===== src/source/fb_pkg.sv =====
// Frame-buffer widths, ADC word layout, SRAM latency and shared enums
package fb_pkg;

    // Pixel format, 16 bits per pixel
    localparam int PIXEL_W = 16;

    // External SRAM geometry
    localparam int ADDR_W = 20;
    // Top data bit has no use in the image and is written as zero
    localparam int DQ_W = 17;

    // ADC FIFO word, x in 37..27, y in 26..16, pixel in 15..0
    localparam int ADC_W = 38;
    localparam int ADC_X_LSB = 27;
    localparam int ADC_Y_LSB = 16;

    // Request to result, in cycles
    // Command register, pin register, two chip stages, capture and output
    localparam int SRAM_DELAY = 5;

    // Owner of the current SRAM access
    typedef enum logic [1:0] {
        SRC_NONE,
        SRC_READ,
        SRC_ADC,
        SRC_SPI
    } src_e;

    // SPI client states
    typedef enum logic [1:0] {
        SPI_IDLE,
        SPI_WAIT,
        SPI_ACK
    } spi_state_e;

endpackage


===== src/source/fb_adc_port.sv =====
// ADC write client with word unpacking, freeze and bounds filter, FIFO pop
`timescale 1ns/1ps

module fb_adc_port #(
    parameter int X_RES = 800,
    parameter int Y_RES = 600,
    parameter int PRECISION = 11
) (
    input  logic                           clk,
    input  logic                           arst_n,
    input  logic                           frozen,
    input  logic [fb_pkg::ADC_W-1:0]       adc_pixel_data,
    input  logic                           adc_pixel_ready,
    input  logic                           adc_grant,
    output logic                           adc_pixel_read,
    output logic                           adc_req,
    output logic [PRECISION-1:0]           adc_x,
    output logic [PRECISION-1:0]           adc_y,
    output logic [fb_pkg::PIXEL_W-1:0]     adc_pixel
);

    // Width of each coordinate field in the FIFO word
    localparam int COORD_W = fb_pkg::ADC_W - fb_pkg::ADC_X_LSB;

    logic [COORD_W-1:0] x_field;
    logic [COORD_W-1:0] y_field;
    logic               in_bounds;

    // Unpack the FIFO word
    assign x_field   = adc_pixel_data[fb_pkg::ADC_W-1:fb_pkg::ADC_X_LSB];
    assign y_field   = adc_pixel_data[fb_pkg::ADC_X_LSB-1:fb_pkg::ADC_Y_LSB];
    assign adc_pixel = adc_pixel_data[fb_pkg::ADC_Y_LSB-1:0];

    // Fields are unsigned, so only the upper limit matters
    assign in_bounds = x_field < X_RES && y_field < Y_RES;

    assign adc_x = x_field[PRECISION-1:0];
    assign adc_y = y_field[PRECISION-1:0];

    // Write only live, visible pixels
    assign adc_req = adc_pixel_ready && !frozen && in_bounds;

    // Pop whenever the read client leaves the cycle free
    // Dropped words are popped too, so the FIFO drains while frozen
    assign adc_pixel_read = adc_pixel_ready && adc_grant;

    // A pop always consumes a word the FIFO has offered
    pop_needs_ready_a: assert property (
        @(posedge clk) disable iff (!arst_n)
        $rose(adc_pixel_read) |-> adc_pixel_ready
    );

endmodule


===== src/source/fb_arbiter.sv =====
// Fixed-priority SRAM arbiter with address conversion and command register
`timescale 1ns/1ps

module fb_arbiter #(
    parameter int X_RES = 800,
    parameter int Y_RES = 600,
    parameter int PRECISION = 11
) (
    input  logic                           clk,
    input  logic                           arst_n,
    input  logic                           read_req,
    input  logic [PRECISION-1:0]           read_x,
    input  logic [PRECISION-1:0]           read_y,
    input  logic                           adc_req,
    input  logic [PRECISION-1:0]           adc_x,
    input  logic [PRECISION-1:0]           adc_y,
    input  logic [fb_pkg::PIXEL_W-1:0]     adc_pixel,
    input  logic                           spi_req,
    input  logic [PRECISION-1:0]           spi_x,
    input  logic [PRECISION-1:0]           spi_y,
    input  logic [fb_pkg::PIXEL_W-1:0]     spi_pixel,
    output logic                           adc_grant,
    output logic                           spi_grant,
    output logic                           cmd_valid,
    output logic                           cmd_we,
    output logic [fb_pkg::ADDR_W-1:0]      cmd_addr,
    output logic [fb_pkg::DQ_W-1:0]        cmd_data
);

    localparam int AW  = fb_pkg::ADDR_W;
    localparam int PAD = fb_pkg::DQ_W - fb_pkg::PIXEL_W;

    fb_pkg::src_e                src;
    logic [PRECISION-1:0]        sel_x;
    logic [PRECISION-1:0]        sel_y;
    logic [fb_pkg::PIXEL_W-1:0]  sel_data;
    logic [AW-1:0]               sel_addr;

    // Reads need no grant, they always win
    assign adc_grant = !read_req;
    assign spi_grant = !read_req && !adc_req;

    // Winner selection, read then ADC then SPI
    always_comb begin
        src      = fb_pkg::SRC_NONE;
        sel_x    = read_x;
        sel_y    = read_y;
        sel_data = '0;
        if (read_req) begin
            src = fb_pkg::SRC_READ;
        end else if (adc_req) begin
            src      = fb_pkg::SRC_ADC;
            sel_x    = adc_x;
            sel_y    = adc_y;
            sel_data = adc_pixel;
        end else if (spi_req) begin
            src      = fb_pkg::SRC_SPI;
            sel_x    = spi_x;
            sel_y    = spi_y;
            sel_data = spi_pixel;
        end
    end

    // One shared multiplier for all three clients
    assign sel_addr = AW'(sel_y) * AW'(X_RES) + AW'(sel_x);

    always_ff @(posedge clk or negedge arst_n) begin
        if (!arst_n) begin
            cmd_valid <= 1'b0;
            cmd_we    <= 1'b0;
        end else begin
            cmd_valid <= src != fb_pkg::SRC_NONE;
            cmd_we    <= src == fb_pkg::SRC_ADC || src == fb_pkg::SRC_SPI;
        end
    end

    // Address and write data
    always_ff @(posedge clk) begin
        cmd_addr <= sel_addr;
        cmd_data <= {{PAD{1'b0}}, sel_data};
    end

    // At most one client actually served per cycle
    one_grant_a: assert property (
        @(posedge clk) disable iff (!arst_n)
        $onehot0({read_req, adc_grant && adc_req, spi_grant && spi_req})
    );

    // Writes are only issued in cycles the read client left free
    no_write_over_read_a: assert property (
        @(posedge clk) disable iff (!arst_n)
        cmd_valid && cmd_we |-> !$past(read_req)
    );

    // Clients filter bounds, so every command stays inside the image
    addr_in_image_a: assert property (
        @(posedge clk) disable iff (!arst_n)
        cmd_valid |-> cmd_addr < X_RES * Y_RES
    );

endmodule


===== src/source/fb_read_port.sv =====
// Display read client with bounds check, in-flight tracking and pixel return
`timescale 1ns/1ps

module fb_read_port #(
    parameter int X_RES = 800,
    parameter int Y_RES = 600,
    parameter int PRECISION = 11
) (
    input  logic                           clk,
    input  logic                           arst_n,
    input  logic                           request_active,
    input  logic signed [PRECISION:0]      request_x,
    input  logic signed [PRECISION:0]      request_y,
    input  logic [fb_pkg::DQ_W-1:0]        rd_data,
    output logic                           read_req,
    output logic [PRECISION-1:0]           read_x,
    output logic [PRECISION-1:0]           read_y,
    output logic [fb_pkg::PIXEL_W-1:0]     request_data,
    output logic                           request_ready
);

    localparam int D = fb_pkg::SRAM_DELAY;

    logic         in_bounds;
    // One bit per request in flight with the oldest at the top
    logic [D-1:0] valid_pipe;
    logic [D-1:0] oob_pipe;

    // Signed compare so negative coordinates fall out here
    assign in_bounds = request_x >= 0 && request_x < X_RES &&
                       request_y >= 0 && request_y < Y_RES;

    // Only visible pixels go to the SRAM
    assign read_req = request_active && in_bounds;
    assign read_x   = request_x[PRECISION-1:0];
    assign read_y   = request_y[PRECISION-1:0];

    always_ff @(posedge clk or negedge arst_n) begin
        if (!arst_n) begin
            valid_pipe    <= '0;
            oob_pipe      <= '0;
            request_ready <= 1'b0;
        end else begin
            valid_pipe    <= {valid_pipe[D-2:0], request_active};
            oob_pipe      <= {oob_pipe[D-2:0], request_active && !in_bounds};
            request_ready <= valid_pipe[D-1];
        end
    end

    // Black for off-screen requests and the captured SRAM word otherwise
    always_ff @(posedge clk) begin
        if (oob_pipe[D-1]) begin
            request_data <= '0;
        end else begin
            request_data <= rd_data[fb_pkg::PIXEL_W-1:0];
        end
    end

    // Fixed latency through arbiter, SRAM port and chip
    // Ready rises at the D-th edge and is sampled high one edge later
    ready_after_request_a: assert property (
        @(posedge clk) disable iff (!arst_n)
        $past(arst_n && request_active, D + 1) |-> request_ready
    );
    ready_only_for_request_a: assert property (
        @(posedge clk) disable iff (!arst_n)
        request_ready |-> $past(request_active, D + 1)
    );

endmodule


===== src/source/fb_spi_port.sv =====
// SPI write client FSM with fixed-delay acknowledge per host pixel
`timescale 1ns/1ps

module fb_spi_port #(
    parameter int X_RES = 800,
    parameter int Y_RES = 600,
    parameter int PRECISION = 11
) (
    input  logic                           clk,
    input  logic                           arst_n,
    input  logic                           frozen,
    input  logic                           spi_pixel_ready,
    input  logic [fb_pkg::PIXEL_W-1:0]     spi_pixel_in,
    input  logic signed [PRECISION:0]      spi_pixel_x,
    input  logic signed [PRECISION:0]      spi_pixel_y,
    input  logic                           spi_grant,
    output logic                           spi_pixel_read,
    output logic                           spi_req,
    output logic [PRECISION-1:0]           spi_x,
    output logic [PRECISION-1:0]           spi_y,
    output logic [fb_pkg::PIXEL_W-1:0]     spi_pixel
);

    localparam int CNT_W = $clog2(fb_pkg::SRAM_DELAY);
    // Reload value so the ack lands SRAM_DELAY edges after the grant
    localparam logic [CNT_W-1:0] WAIT_LOAD = CNT_W'(fb_pkg::SRAM_DELAY - 1);

    fb_pkg::spi_state_e state;
    logic [CNT_W-1:0]   cnt;
    logic               in_bounds;
    logic               pending;
    logic               start;

    assign in_bounds = spi_pixel_x >= 0 && spi_pixel_x < X_RES &&
                       spi_pixel_y >= 0 && spi_pixel_y < Y_RES;

    // Host pixels are only taken into a frozen image
    assign pending = state == fb_pkg::SPI_IDLE && spi_pixel_ready && frozen;
    assign spi_req = pending && in_bounds;
    // Off-screen pixels skip the SRAM but keep the same ack delay
    assign start   = (spi_req && spi_grant) || (pending && !in_bounds);

    assign spi_x     = spi_pixel_x[PRECISION-1:0];
    assign spi_y     = spi_pixel_y[PRECISION-1:0];
    assign spi_pixel = spi_pixel_in;

    always_ff @(posedge clk or negedge arst_n) begin
        if (!arst_n) begin
            state          <= fb_pkg::SPI_IDLE;
            cnt            <= '0;
            spi_pixel_read <= 1'b0;
        end else begin
            case (state)
                fb_pkg::SPI_IDLE: begin
                    if (start) begin
                        state <= fb_pkg::SPI_WAIT;
                        cnt   <= WAIT_LOAD;
                    end
                end
                fb_pkg::SPI_WAIT: begin
                    if (cnt == '0) begin
                        state          <= fb_pkg::SPI_ACK;
                        spi_pixel_read <= 1'b1;
                    end else begin
                        cnt <= cnt - 1'b1;
                    end
                end
                fb_pkg::SPI_ACK: begin
                    // Pulse cycle and then one cycle for the host to drop ready
                    if (spi_pixel_read) begin
                        spi_pixel_read <= 1'b0;
                    end else begin
                        state <= fb_pkg::SPI_IDLE;
                    end
                end
                default: state <= fb_pkg::SPI_IDLE;
            endcase
        end
    end

    // Ack rises SRAM_DELAY edges after the pixel is taken
    ack_after_delay_a: assert property (
        @(posedge clk) disable iff (!arst_n)
        $past(arst_n && start, fb_pkg::SRAM_DELAY + 1) |-> spi_pixel_read
    );

endmodule


===== src/source/framebuffer_top.sv =====
// Frame-buffer top with read, ADC and SPI clients, arbiter and SRAM port
`timescale 1ns/1ps

module framebuffer_top #(
    parameter int X_RES = 800,
    parameter int Y_RES = 600,
    parameter int PRECISION = 11
) (
    input  logic                           clk,
    input  logic                           arst_n,
    input  logic                           frozen,
    // SPI host pixel input
    input  logic                           spi_pixel_ready,
    output logic                           spi_pixel_read,
    input  logic [fb_pkg::PIXEL_W-1:0]     spi_pixel_in,
    input  logic signed [PRECISION:0]      spi_pixel_x,
    input  logic signed [PRECISION:0]      spi_pixel_y,
    // ADC FIFO
    input  logic [fb_pkg::ADC_W-1:0]       adc_pixel_data,
    input  logic                           adc_pixel_ready,
    output logic                           adc_pixel_read,
    // Display requests
    input  logic                           request_active,
    input  logic signed [PRECISION:0]      request_x,
    input  logic signed [PRECISION:0]      request_y,
    output logic [fb_pkg::PIXEL_W-1:0]     request_data,
    output logic                           request_ready,
    // SRAM pins, data bus split for the board-level pad
    output logic [fb_pkg::ADDR_W-1:0]      sram_addr,
    output logic                           sram_we_n,
    output logic                           sram_ce_n,
    output logic                           sram_oe_n,
    output logic                           sram_adv_ld,
    output logic                           sram_cke_n,
    output logic                           sram_clk,
    output logic [fb_pkg::DQ_W-1:0]        sram_dq_out,
    output logic                           sram_dq_oe,
    input  logic [fb_pkg::DQ_W-1:0]        sram_dq_in
);

    // Client requests and grants
    logic read_req, adc_req, spi_req;
    logic adc_grant, spi_grant;
    logic [PRECISION-1:0] read_x, read_y, adc_x, adc_y, spi_x, spi_y;
    logic [fb_pkg::PIXEL_W-1:0] adc_pixel, spi_pixel;

    // Registered command and read return
    logic cmd_valid, cmd_we;
    logic [fb_pkg::ADDR_W-1:0] cmd_addr;
    logic [fb_pkg::DQ_W-1:0] cmd_data, rd_data;

    fb_read_port #(.X_RES(X_RES), .Y_RES(Y_RES), .PRECISION(PRECISION))
        u_read_port (.*);

    fb_adc_port #(.X_RES(X_RES), .Y_RES(Y_RES), .PRECISION(PRECISION))
        u_adc_port (.*);

    fb_spi_port #(.X_RES(X_RES), .Y_RES(Y_RES), .PRECISION(PRECISION))
        u_spi_port (.*);

    fb_arbiter #(.X_RES(X_RES), .Y_RES(Y_RES), .PRECISION(PRECISION))
        u_arbiter (.*);

    sram_port u_sram_port (.*);

endmodule


===== src/source/sram_port.sv =====
// Pipelined SRAM pin driver with delayed write data and read capture
`timescale 1ns/1ps

module sram_port (
    input  logic                        clk,
    input  logic                        arst_n,
    input  logic                        cmd_valid,
    input  logic                        cmd_we,
    input  logic [fb_pkg::ADDR_W-1:0]   cmd_addr,
    input  logic [fb_pkg::DQ_W-1:0]     cmd_data,
    input  logic [fb_pkg::DQ_W-1:0]     sram_dq_in,
    output logic [fb_pkg::DQ_W-1:0]     rd_data,
    output logic [fb_pkg::ADDR_W-1:0]   sram_addr,
    output logic                        sram_we_n,
    output logic                        sram_ce_n,
    output logic                        sram_oe_n,
    output logic                        sram_adv_ld,
    output logic                        sram_cke_n,
    output logic                        sram_clk,
    output logic [fb_pkg::DQ_W-1:0]     sram_dq_out,
    output logic                        sram_dq_oe
);

    // Write is in its second cycle after the address
    logic                      wr_late;
    logic [fb_pkg::DQ_W-1:0]   wdata_a;
    logic [fb_pkg::DQ_W-1:0]   wdata_b;

    // Chip runs on our clock with clock enable on and a new address each cycle
    assign sram_clk    = clk;
    assign sram_cke_n  = 1'b0;
    assign sram_adv_ld = 1'b0;

    always_ff @(posedge clk or negedge arst_n) begin
        if (!arst_n) begin
            sram_ce_n  <= 1'b1;
            sram_we_n  <= 1'b1;
            sram_oe_n  <= 1'b1;
            wr_late    <= 1'b0;
            sram_dq_oe <= 1'b0;
        end else begin
            sram_ce_n  <= !cmd_valid;
            sram_we_n  <= !(cmd_valid && cmd_we);
            wr_late    <= !sram_we_n;
            // Drive the bus only in the write-data cycle
            sram_dq_oe <= wr_late;
            // Chip outputs off while we drive
            sram_oe_n  <= wr_late;
        end
    end

    // Address, two-stage write data and read capture
    always_ff @(posedge clk) begin
        sram_addr   <= cmd_addr;
        wdata_a     <= cmd_data;
        wdata_b     <= wdata_a;
        sram_dq_out <= wdata_b;
        rd_data     <= sram_dq_in;
    end

endmodule


===== config.mk =====
export PLATFORM = sky130hd
export DESIGN_NAME = framebuffer_top
export DESIGN_NICKNAME = d
export VERILOG_FILES = /design/src/source/fb_pkg.sv /design/src/source/fb_adc_port.sv /design/src/source/fb_arbiter.sv /design/src/source/fb_read_port.sv /design/src/source/fb_spi_port.sv /design/src/source/framebuffer_top.sv /design/src/source/sram_port.sv
export SDC_FILE = /design/constraint.sdc
export NUM_CORES = 1
export LEC_CHECK = 0
export ABC_CLOCK_PERIOD_IN_PS = 13800
export BUFFER_PORTS_ARGS = -buffer_cell sky130_fd_sc_hd__buf_2
export CORE_UTILIZATION = 57
export DETAILED_ROUTE_END_ITERATION = 10
export HOLD_SLACK_MARGIN = 0.15
export PLACE_DENSITY = 0.93
export SETUP_SLACK_MARGIN = 0.1
export SYNTH_ARGS = -nofsm -noshare
export SYNTH_HDL_FRONTEND = slang
export SYNTH_HIERARCHICAL = 1
export SYNTH_SLANG_ARGS = --single-unit

===== constraint.sdc =====
create_clock -name clk -period 13.8 [get_ports clk]
set_input_delay 3.45 -clock clk [delete_from_list [all_inputs] [get_ports clk]]
set_output_delay 3.45 -clock clk [all_outputs]
set_load 0.03 [all_outputs]

=== Yosys cells after proc, flatten, opt, wreduce, memory -nomap -nowiden ===
Cells that the tools add are included.

* $add $sub $neg: 2
* Multipliers: 1
* Magnitude comparators: 10
* Equality and inequality tests: 8
* Muxes and demuxes: 20
* Reduce and logical (&&, ||, !) cells: 37

{| class="wikitable"
|+ Operator list
! kind !! number
|-
| 2-to-1 mux 11 bit || 6
|-
| >= comparator 12 x 1 -> 1 bit, second input constant || 4
|-
| < comparator 12 x 11 -> 1 bit, second input constant || 4
|-
| 2-to-1 mux 16 bit || 2
|-
| < comparator 11 x 10 -> 1 bit, second input constant || 2
|-
| adder 20 x 11 -> 20 bit || 1
|-
| logical AND 1 bit || 19
|-
| multiplier 11 x 5 -> 15 bit, second input constant || 1
|-
| 2-to-1 mux 2 bit || 6
|-
| logical NOT 1 bit || 8
|-
| equality test 2 bit, second input constant || 3
|-
| 2-to-1 mux 3 bit || 2
|-
| case mux 2 bit (3 select lines) || 1
|-
| case mux 3 bit (2 select lines) || 1
|-
| AND reduction 3 bit || 2
|-
| nonzero test 2 bit || 3
|-
| != test 2 x 1 -> 1 bit, second input constant || 2
|-
| != test 2 bit, second input constant || 2
|-
| logical NOT 3 bit || 1
|-
| subtractor 3 x 1 -> 3 bit, second input constant || 1
|-
| equality test 2 x 1 -> 1 bit, second input constant || 1
|-
| logical NOT 2 bit || 1
|-
| logical OR 1 bit || 2
|-
| case mux 1 bit (2 select lines) || 1
|-
| other kinds (2) || 2
|}

* Bits in registers: 160
* Output and inout bits: 63

=== Logic depth before layout (Yosys ltp) ===
Gate-level depths: netlist (run 1).

* Word-level depth: 11
* Mapped depth: 24

=== By module ===
The synthesis (run 1) kept the hierarchy.

{| class="wikitable"
|+ Modules (own cells, without submodules)
! module !! instances !! cells each !! area each (sq um) !! seq. area each (sq um)
|-
| fb_arbiter || 1 || 359 || 2981.6 || 770.7
|-
| sram_port || 1 || 100 || 1928.1 || 1890.6
|-
| fb_read_port || 1 || 76 || 939.7 || 595.6
|-
| fb_spi_port || 1 || 75 || 704.4 || 150.1
|-
| fb_adc_port || 1 || 46 || 344.1 || 0.0
|}

==> impl_results.md, run 1 <==
- Cell Rows: 39
- Multi-input logic area: about 2500 sq um
- Static leakage: 3.73 nW
- Final setup viols: 0
- GRT Util Overall: 0.235
- Die Y: 112 um
- Status: complete, but fails checks
- Peak supply drop: 90.1 uV
- Post-Route Skew: approximately 0.010 ns
- Largest net degree at the start of global routing: 43
- Register area: around 3400 sq um
- Critical path's largest stage delay: 0.16 ns
- Number of global-route vias before repair: 4678
- Hold_buf cts: 0
- Endpoint class of the critical path: output port
- Post-CTS sizing: 0
- Nets: 919
- Tightest Hold Check Type: register to register
- Final hold vios: 0
- Final WL: 13.8 mm
- First-pass GRT wire length: 22.3 mm
- Critical Path RT: ~10 ns
- Clock tree from TritonCTS: done
- Clk_lat worst skew: ~0.53 ns
- First-pass DRT Iterations: 8
- CP Class: clock port to output port
- Total gr overflow: 0
- Initial Util: 0.595
- Critical path data arrival time: between 7 and 8 ns
- Vias: ~4700
- Die area: roughly 13000 sq um
- P&R area growth vs syn: 13.9%
- Via-to-Cell Ratio: ~5.2
- Residual DRC: 17
- WL per Instance: roughly 15 um
- Clock slew at reported path FFs: roughly 0.06 ns
- Most frequent CP cell: clkbuf_16
- MaxCap Viol Count: 0
- Antenna diodes: 0
- Post-CTS Setup Bufs: 0
- Post-DP HPWL: around 11 mm
- Antenna-violating nets left: 0
- Synth Instances: 655
- Worst-Margin Slew: about 0.86 ns
- Cell Chain, Critical Path: clkbuf_16, clkbuf_16, buf_2
- Fin worst setup slack: around 3 ns
- CP startpoint kind: clock port
- Die Wd: roughly 110 um
- Slew Viols, Final: 0
- Final Util: 0.677
- Ports: ~190
- Average cell area after synthesis: 10.5 sq um
- CP max stage cell: buf_2
- Ys Warns: 6
- Port bufs: between 150 and 200
- Initial antenna violation count: 0
- Detailed Route Iter0 Violations: 280
- Slew headroom: 0.427
- Core area: ~12000 sq um
- Layout cell share with drive strength beyond 1: 0.321
- Placer Congestion: about 0.88
- Crit path max fanout: 2
- Mapped cell area: approximately 6900 sq um
- Placement Setup Slack: ~3.3 ns
- Final setup TNS: 0 ns
- Pwr Density: roughly 180 nW/um^2
- Failing checks: DRC
- Fillers: between 800 and 900
- RSZ-0062 raised after global routing: false
[placed cells by master, fill, tap and decap left out, types with 3 or more instances in the layout]
| cell | n |
|---|---|
| fa_1 | 7 |
| inv_8 | 3 |
| and2b_1 | 3 |
| nand2_1 | 19 |
| dfrtp_1 | 21 |
| o21ai_1 | 11 |
| dfstp_2 | 3 |
| o21ai_0 | 14 |
| a21oi_2 | 4 |
| a22oi_1 | 33 |
| inv_1 | 38 |
| clkbuf_16 | 20 |
| nor2_1 | 34 |
| a211o_1 | 3 |
| a221oi_1 | 6 |
| ha_1 | 43 |
| buf_2 | 184 |
| xor2_1 | 3 |
| conb_1 | 3 |
| inv_6 | 3 |
| nor3_1 | 3 |
| nand2b_1 | 6 |
| buf_4 | 6 |
| a21o_1 | 3 |
| nand3_1 | 4 |
| nand3b_1 | 3 |
| clkinvlp_4 | 4 |
| nor2b_1 | 39 |
| dfxtp_1 | 139 |
| a21oi_1 | 31 |
| xnor2_1 | 18 |
[through the flow]
step / instance area, sq um / power (W) / hold slack (ns) / std cells
after global placement: 7190 / 0.000906 / 0.310 / 865
final: 7840 / 0.00138 / 0.320 / 900
after floorplan: 6880 / 0.000846 / 0.310 / 656
after detailed placement: 7190 / 0.000916 / 0.312 / 865
after CTS: 7840 / 0.00140 / 0.323 / 900
after global routing: 7840 / 0.00146 / 0.326 / 900
[worst paths after layout]
path	to	cells after the start	startpoint	slack, ns
worst min-delay path	u_sram_port/wdata_b[11]	0	u_sram_port/wdata_a[11]	0.32
min in group asynchronous	u_spi_port/spi_pixel_read	1	arst_n	2.89
worst max register to register	u_arbiter/cmd_addr[19]	18	u_spi_port/state[1]	8.39
worst max-delay path	sram_clk	3	clk	3.04
worst min register to register	u_sram_port/wdata_b[11]	0	u_sram_port/wdata_a[11]	0.32
max in group asynchronous	u_sram_port/sram_oe_n	1	arst_n	10.53
[sequential cells by signal, summed over array words and instances, names as in the netlist, 2 cells and up]
name and cells:
u_arbiter/cmd_addr 20, u_arbiter/cmd_data 16, u_read_port/oob_pipe 5, u_read_port/request_data 16
u_read_port/valid_pipe 5, u_spi_port/cnt 3, u_spi_port/state 2, u_sram_port/rd_data 16
u_sram_port/sram_addr 20, u_sram_port/sram_dq_out 17, u_sram_port/wdata_a 17, u_sram_port/wdata_b 17
[area by class of cell]
type / instances / share of cell area
Inverter: 38 / 0.0182
Clock inverter: 15 / 0.0182
Clock buffer: 21 / 0.0645
Multi-Input combinational cell: 331 / 0.321
Tap cell: 143 / 0.0228
Sequential cell: 163 / 0.432
Timing Repair Buffer: 189 / 0.123
[per-layer routing]
metal  GRT usage  up-vias  part of all wire  wire [um]
met3      0.0762       33             0.073       1010
met2       0.412      211              0.50       6910
met4       0.114        0             0.028        386
met5           0        -                 0          0
met1       0.255     2192              0.40       5510
li1            -     2283                 -          -
[power breakdown]
group / total [W] / switching (W) / leakage [nW] / internal [W]
combinational: 0.000343 / 0.000204 / 1.98 / 0.000138
clock: 0.000485 / 0.000208 / 0.309 / 0.000277
sequential: 0.000555 / 0.0000215 / 1.43 / 0.000533
[critical path, delay by kind of cell]
| family | cells | cell delay, ns |
|---|---|---|
| buffers and inverters | 3 | 0.40 |
Note: power is estimated with default switching activity, not from simulation.
==> run 2: changes to the inputs <==
ABC_CLOCK_PERIOD_IN_PS = 9800   (was 13800)
CORE_UTILIZATION = 47   (was 57)
PLACE_DENSITY = 0.83   (was 0.93)
clock period = 9.8 ns   (was 13.8 ns; I/O delays follow)
==> run 2 against run 1 <==
Net effect: highest routed layer is now met5; setup slack got worse by 1.0 ns; die area rose by 21%; utilization fell by 12 points; first-iteration DRC count fell by 9.3%; largest cell class unchanged; sequential share of layout area fell by 0.45 points; the flow now finishes without violations; critical path depth did not move; power rose by 44%; hold slack improved by 0.0046 ns; critical endpoint unchanged.
==> impl_results.md, run 2 (same netlist as run 1, synthesis figures left out) <==
- GR Util met2: 0.328
- Critical path's largest stage delay: about 0.16 ns
- Cell Chain, Critical Path: clkbuf_16, clkbuf_16, buf_2
- Clock power frac: 0.363
- Nets: just over 900
- Slew headroom: 0.575
- Post-Route Skew: ~0.0071 ns
- Slew Viols, Final: 0
- Layout cell share with drive strength beyond 1: 0.321
- First-pass GRT wire length: 20.9 mm
- Vias: between 4000 and 5000
- Worst-Margin Slew: 0.638 ns
- Clock slew at reported path FFs: around 0.07 ns
- Ports: 188
- Hold_buf cts: 0
- Clock tree from TritonCTS: done
- Crit path max fanout: 2
- Flop pwr share: 0.393
- GRT Util Overall: 0.190
- Tightest Hold Check Type: register to register
- Cell Rows: 43
- Placer Congestion: ~0.85
- WL per Instance: approximately 15 um
- Antenna-violating nets left: 0
- Fillers: approximately 1200
- Number of global-route vias before repair: 4299
- Most frequent cells in the layout: buf_2, dfxtp_1, ha_1
- Sw Share: 0.322
- Met1 Usage GRT: 0.212
- CP Class: clock port to output port
- MaxCap Viol Count: 0
- Clk_lat worst skew: 0.53 ns
- First-pass DRT Iterations: 4
- Peak supply drop: ~110 uV
- CP startpoint kind: clock port
- CP max stage cell: buf_2
- Final hold vios: 0
- Combinational share of power: 0.244
- Post-CTS Setup Bufs: 0
- Static leakage: ~3.7 nW
- Via-to-Cell Ratio: 4.97
- Final WL: roughly 14 mm
- Die area: between 15000 and 20000 sq um
- Final setup viols: 0
- Post-DP HPWL: between 10 and 15 mm
- Sw power: approximately 0.00064 W
- Port bufs: around 180
- Largest regs: u_arbiter/cmd_addr x20, u_sram_port/sram_addr x20
- Commonest non-fill, non-tap cell in the layout: buf_2
- Pint: ~0.0013 W
- Residual DRC: 0
- Initial Util: 0.488
- Core area: roughly 14000 sq um
- Tcrit/Tclk final: 0.792
- Critical Path RT: 7.35 ns
- Worst hold slack: ~0.32 ns
- Placement Setup Slack: roughly 1.6 ns
- Die Wd: 123 um
- Top Usage Layer GRT: met2
- Status: complete, no violations
- Max frequency: around 130 MHz
- Total gr overflow: 0
- Final setup TNS: 0 ns
- Post-CTS sizing: 0
- Most frequent CP cell: clkbuf_16
- Endpoint class of the critical path: output port
- Largest net degree at the start of global routing: 44
- GR Layer Usage met3: 0.0586
- Pwr Density: 251 nW/um^2
- Detailed Route Iter0 Violations: ~250
- Final min period: just under 8 ns
- RSZ-0062 raised after global routing: false
- Critical path data arrival time: between 5 and 6 ns
- Fin worst setup slack: 2.04 ns
- Die Y: 123 um
- P&R area growth vs syn: 15.1%
- Initial antenna violation count: 2
run 2: cell count changes in the layout (fill, tap and decap cells not counted), sizes merged:
cell,previous run,this run
inv,45,48
clkinvlp,4,2
clkinv,4,3
diode,0,1
run 2: final cells by class:
cell class                      count  area, sq um  share of cell area
Sequential cell                   163         3390               0.428
Multi-Input combinational cell    331         2520               0.318
Timing Repair Buffer              189          961               0.121
Clock buffer                       21          505              0.0638
Tap cell                          180          225              0.0284
Clock inverter                     15          176              0.0223
Inverter                           38          143              0.0180
Antenna cell                        1         2.50            0.000316
run 2: through the flow:
step	power, W	utilization	cells	area, sq um
after floorplan	0.00119	-	656	6880
after global placement	0.00128	0.513	902	7240
after detailed placement	0.00129	0.513	902	7240
after CTS	0.00201	0.562	937	7920
after global routing	0.00210	0.562	937	7920
final	0.00199	0.562	938	7920
run 2: worst max-delay path: cells and delay by family:
family                 cells  cell delay (ns)
buffers and inverters      3             0.40
run 2: path summary, 6_finish.rpt:
check / end / slack (ns) / depth (start not counted) / startpoint
worst max-delay path: sram_clk / 2.04 / 3 / clk
worst min-delay path: u_sram_port/wdata_a[11] / 0.32 / 0 / u_arbiter/cmd_data[11]
worst max register to register: u_arbiter/cmd_addr[19] / 4.49 / 19 / u_spi_port/state[1]
worst min register to register: u_sram_port/wdata_a[11] / 0.32 / 0 / u_arbiter/cmd_data[11]
max in group asynchronous: u_sram_port/sram_we_n / 7.54 / 1 / arst_n
min in group asynchronous: u_sram_port/sram_dq_oe / 1.89 / 1 / arst_n
run 2: routing by layer:
metal	vias to the layer above	wire [um]
met5	-	23
met4	4	234
met3	25	1040
met2	181	6930
met1	2164	5520
li1	2286	-
run 2: power groups by stage:
stage	sequential, W	combinational [W]	clock [W]
CTS	0.000783	0.000487	0.000739
global route	0.000791	0.000534	0.000775
detailed placement	0.000797	0.000483	0.0000129
floorplan	0.000862	0.000313	0.0000153
finish	0.000782	0.000484	0.000721
global placement	0.000795	0.000468	0.0000129
==> run 3: changes to the inputs <==
ABC_CLOCK_PERIOD_IN_PS = 8100   (was 9800)
CORE_UTILIZATION = 52   (was 47)
PLACE_DENSITY = 0.86   (was 0.83)
clock period = 8.1 ns   (was 9.8 ns; I/O delays follow)
==> run 3 against run 2 <==
Net effect: sequential power up 21%; critical path depth grew 17; utilization grew 6.1 points; via count shrank 0.17%; die area is 9.5% lower; setup slack got worse by 0.90 ns; wire length rose by 1.9%; design area up 0.51%; sequential cell count stayed put; cell count rose by 0.11%; combinational power grew 20%.
==> impl_results.md, run 3 (same netlist as run 1, synthesis figures left out) <==
- Setup crit end: u_arbiter/cmd_addr[18]
- Hold_buf cts: 0
- Final Non-Filler Cells: about 940
- Endpoint class of the critical path: register
- Final hold vios: 0
- CP Class: input port to register
- Final min period: 6.96 ns
- Critical path data arrival time: ~7.4 ns
- Commonest non-fill, non-tap cell in the layout: buf_2
- Placer Congestion: ~0.87
- Die Wd: between 100 and 150 um
- RSZ-0062 raised after global routing: false
- MaxCap Viol Count: 0
- Worst R2R Path Depth: 16
- Layout cell share with drive strength beyond 1: 0.326
- Worst setup startpoint: spi_pixel_x[11]
- R2R Path Start: u_spi_port/state[1]
- Core area: ~13000 sq um
- First-pass GRT wire length: between 20 and 25 mm
- Post-Route Skew: around 0.008 ns
- WL per Instance: 14.9 um
- Vias: 4652
- Post-DP HPWL: about 11 mm
- Crit path max fanout: 7
- Clock power frac: 0.363
- Sw Share: 0.301
- Port bufs: about 180
- Worst-Margin Slew: roughly 0.68 ns
- Static leakage: approximately 3.8 nW
- Sw power: a little over 0.0007 W
- Final WL: ~14 mm
- Post-CTS sizing: 0
- Pwr Density: approximately 300 nW/um^2
- Capture point of the worst reg-to-reg path: u_arbiter/cmd_addr[18]
- Die Y: 117 um
- Most frequent cells in the layout: buf_2, dfxtp_1, ha_1
- Nets: 925
- GRT Util Overall: 0.216
- Worst reg2reg setup slack: approximately 3 ns
- Largest net degree at the start of global routing: 25
- Post-CTS Setup Bufs: 0
- Tightest Hold Check Type: register to register
- Antenna-violating nets left: 0
- Critical Path RT: approximately 8.5 ns
- Final setup viols: 0
- Max frequency: roughly 140 MHz
- Clk_lat worst skew: roughly 0.52 ns
- Initial Util: 0.538
- Cell Rows: a little over 40
- Detailed Route Iter0 Violations: ~290
- DP Cell Count: 900
- Die area: between 10000 and 15000 sq um
- Tcrit/Tclk final: 0.859
- Peak supply drop: approximately 140 uV
- Flop pwr share: 0.394
- Via-to-Cell Ratio: 4.95
- Slew Viols, Final: 0
- CP startpoint kind: input port
- Initial antenna violation count: 3
- Hold Startpoint: u_sram_port/wdata_a[8]
- First-pass DRT Iterations: 4
- Status: complete, no violations
- Residual DRC: 0
- Pint: about 0.0017 W
- Total gr overflow: 0
- Final setup TNS: 0 ns
- P&R area growth vs syn: 15.7%
- Slew headroom: 0.546
- Number of global-route vias before repair: 4600
- Combinational share of power: 0.243
- Clock slew at reported path FFs: 0.06 ns
- Largest regs: u_arbiter/cmd_addr x20, u_sram_port/sram_addr x20
- Clock tree from TritonCTS: done
- Ports: approximately 190
-- run 3: worst max-delay path, stage by stage --
cell and delay (ns):
buf_2 0.09, or4_4 0.56, a31oi_4 0.20, nand3_2 0.11, nor4_4 0.42, nor2b_1 0.51, a21oi_1 0.14, o21ai_1 0.33
ha_1 0.31, ha_1 0.28, inv_1 0.05, fa_1 0.52, inv_1 0.05, ha_1 0.35, and2_4 0.17, a311oi_1 0.24
nand2_1 0.18, o311ai_1 0.49, nand3_1 0.17, xnor2_1 0.16
-- run 3: final cells by class --
class                           count  area (sq um)
Multi-Input combinational cell    331          2520
Clock inverter                     11           116
Sequential cell                   163          3390
Antenna cell                        4          10.0
Timing Repair Buffer              195          1010
Inverter                           38           143
Tap cell                          172           215
Fill cell                        1016          4820
Clock buffer                       25           562
-- run 3: per-layer routing --
layer / vias to the layer above / routed length (um) / GRT usage
li1: 2300 / - / -
met1: 2169 / 5660 / 0.227
met2: 168 / 7240 / 0.398
met3: 15 / 895 / 0.0633
met4: 0 / 223 / 0.102
met5: - / 0 / 0
-- run 3: worst min-delay path by stage --
stage | slack, ns | endpoint | cells after the start
after floorplan | 0.31 | u_sram_port/sram_addr[0] | 0
after global placement | 0.31 | u_sram_port/sram_dq_out[16] | 0
after detailed placement | 0.31 | u_sram_port/sram_addr[6] | 0
after CTS | 0.32 | u_sram_port/wdata_b[8] | 0
after global routing | 0.32 | u_sram_port/wdata_b[11] | 0
final | 0.32 | u_sram_port/wdata_b[8] | 0
-- run 3: power groups by stage --
stage / sequential [W] / combinational [W] / clock, W
global placement: 0.000959 / 0.000571 / 0.0000156
floorplan: 0.00104 / 0.000379 / 0.0000185
global route: 0.000956 / 0.000646 / 0.000926
CTS: 0.000947 / 0.000589 / 0.000892
finish: 0.000945 / 0.000583 / 0.000871
detailed placement: 0.000964 / 0.000586 / 0.0000156
-- run 3: through the flow --
step / hold WS (ns) / power (W) / worst slack (ns) / area (sq um) / utilization
global placement: 0.310 / 0.00155 / 0.718 / 7270 / 0.569
CTS: 0.320 / 0.00243 / 1.12 / 7950 / 0.622
global route: 0.324 / 0.00253 / 0.879 / 7960 / 0.623
finish: 0.319 / 0.00240 / 1.14 / 7960 / 0.623
floorplan: 0.310 / 0.00144 / 1.03 / 6880 / -
detailed placement: 0.312 / 0.00157 / 0.588 / 7270 / 0.569
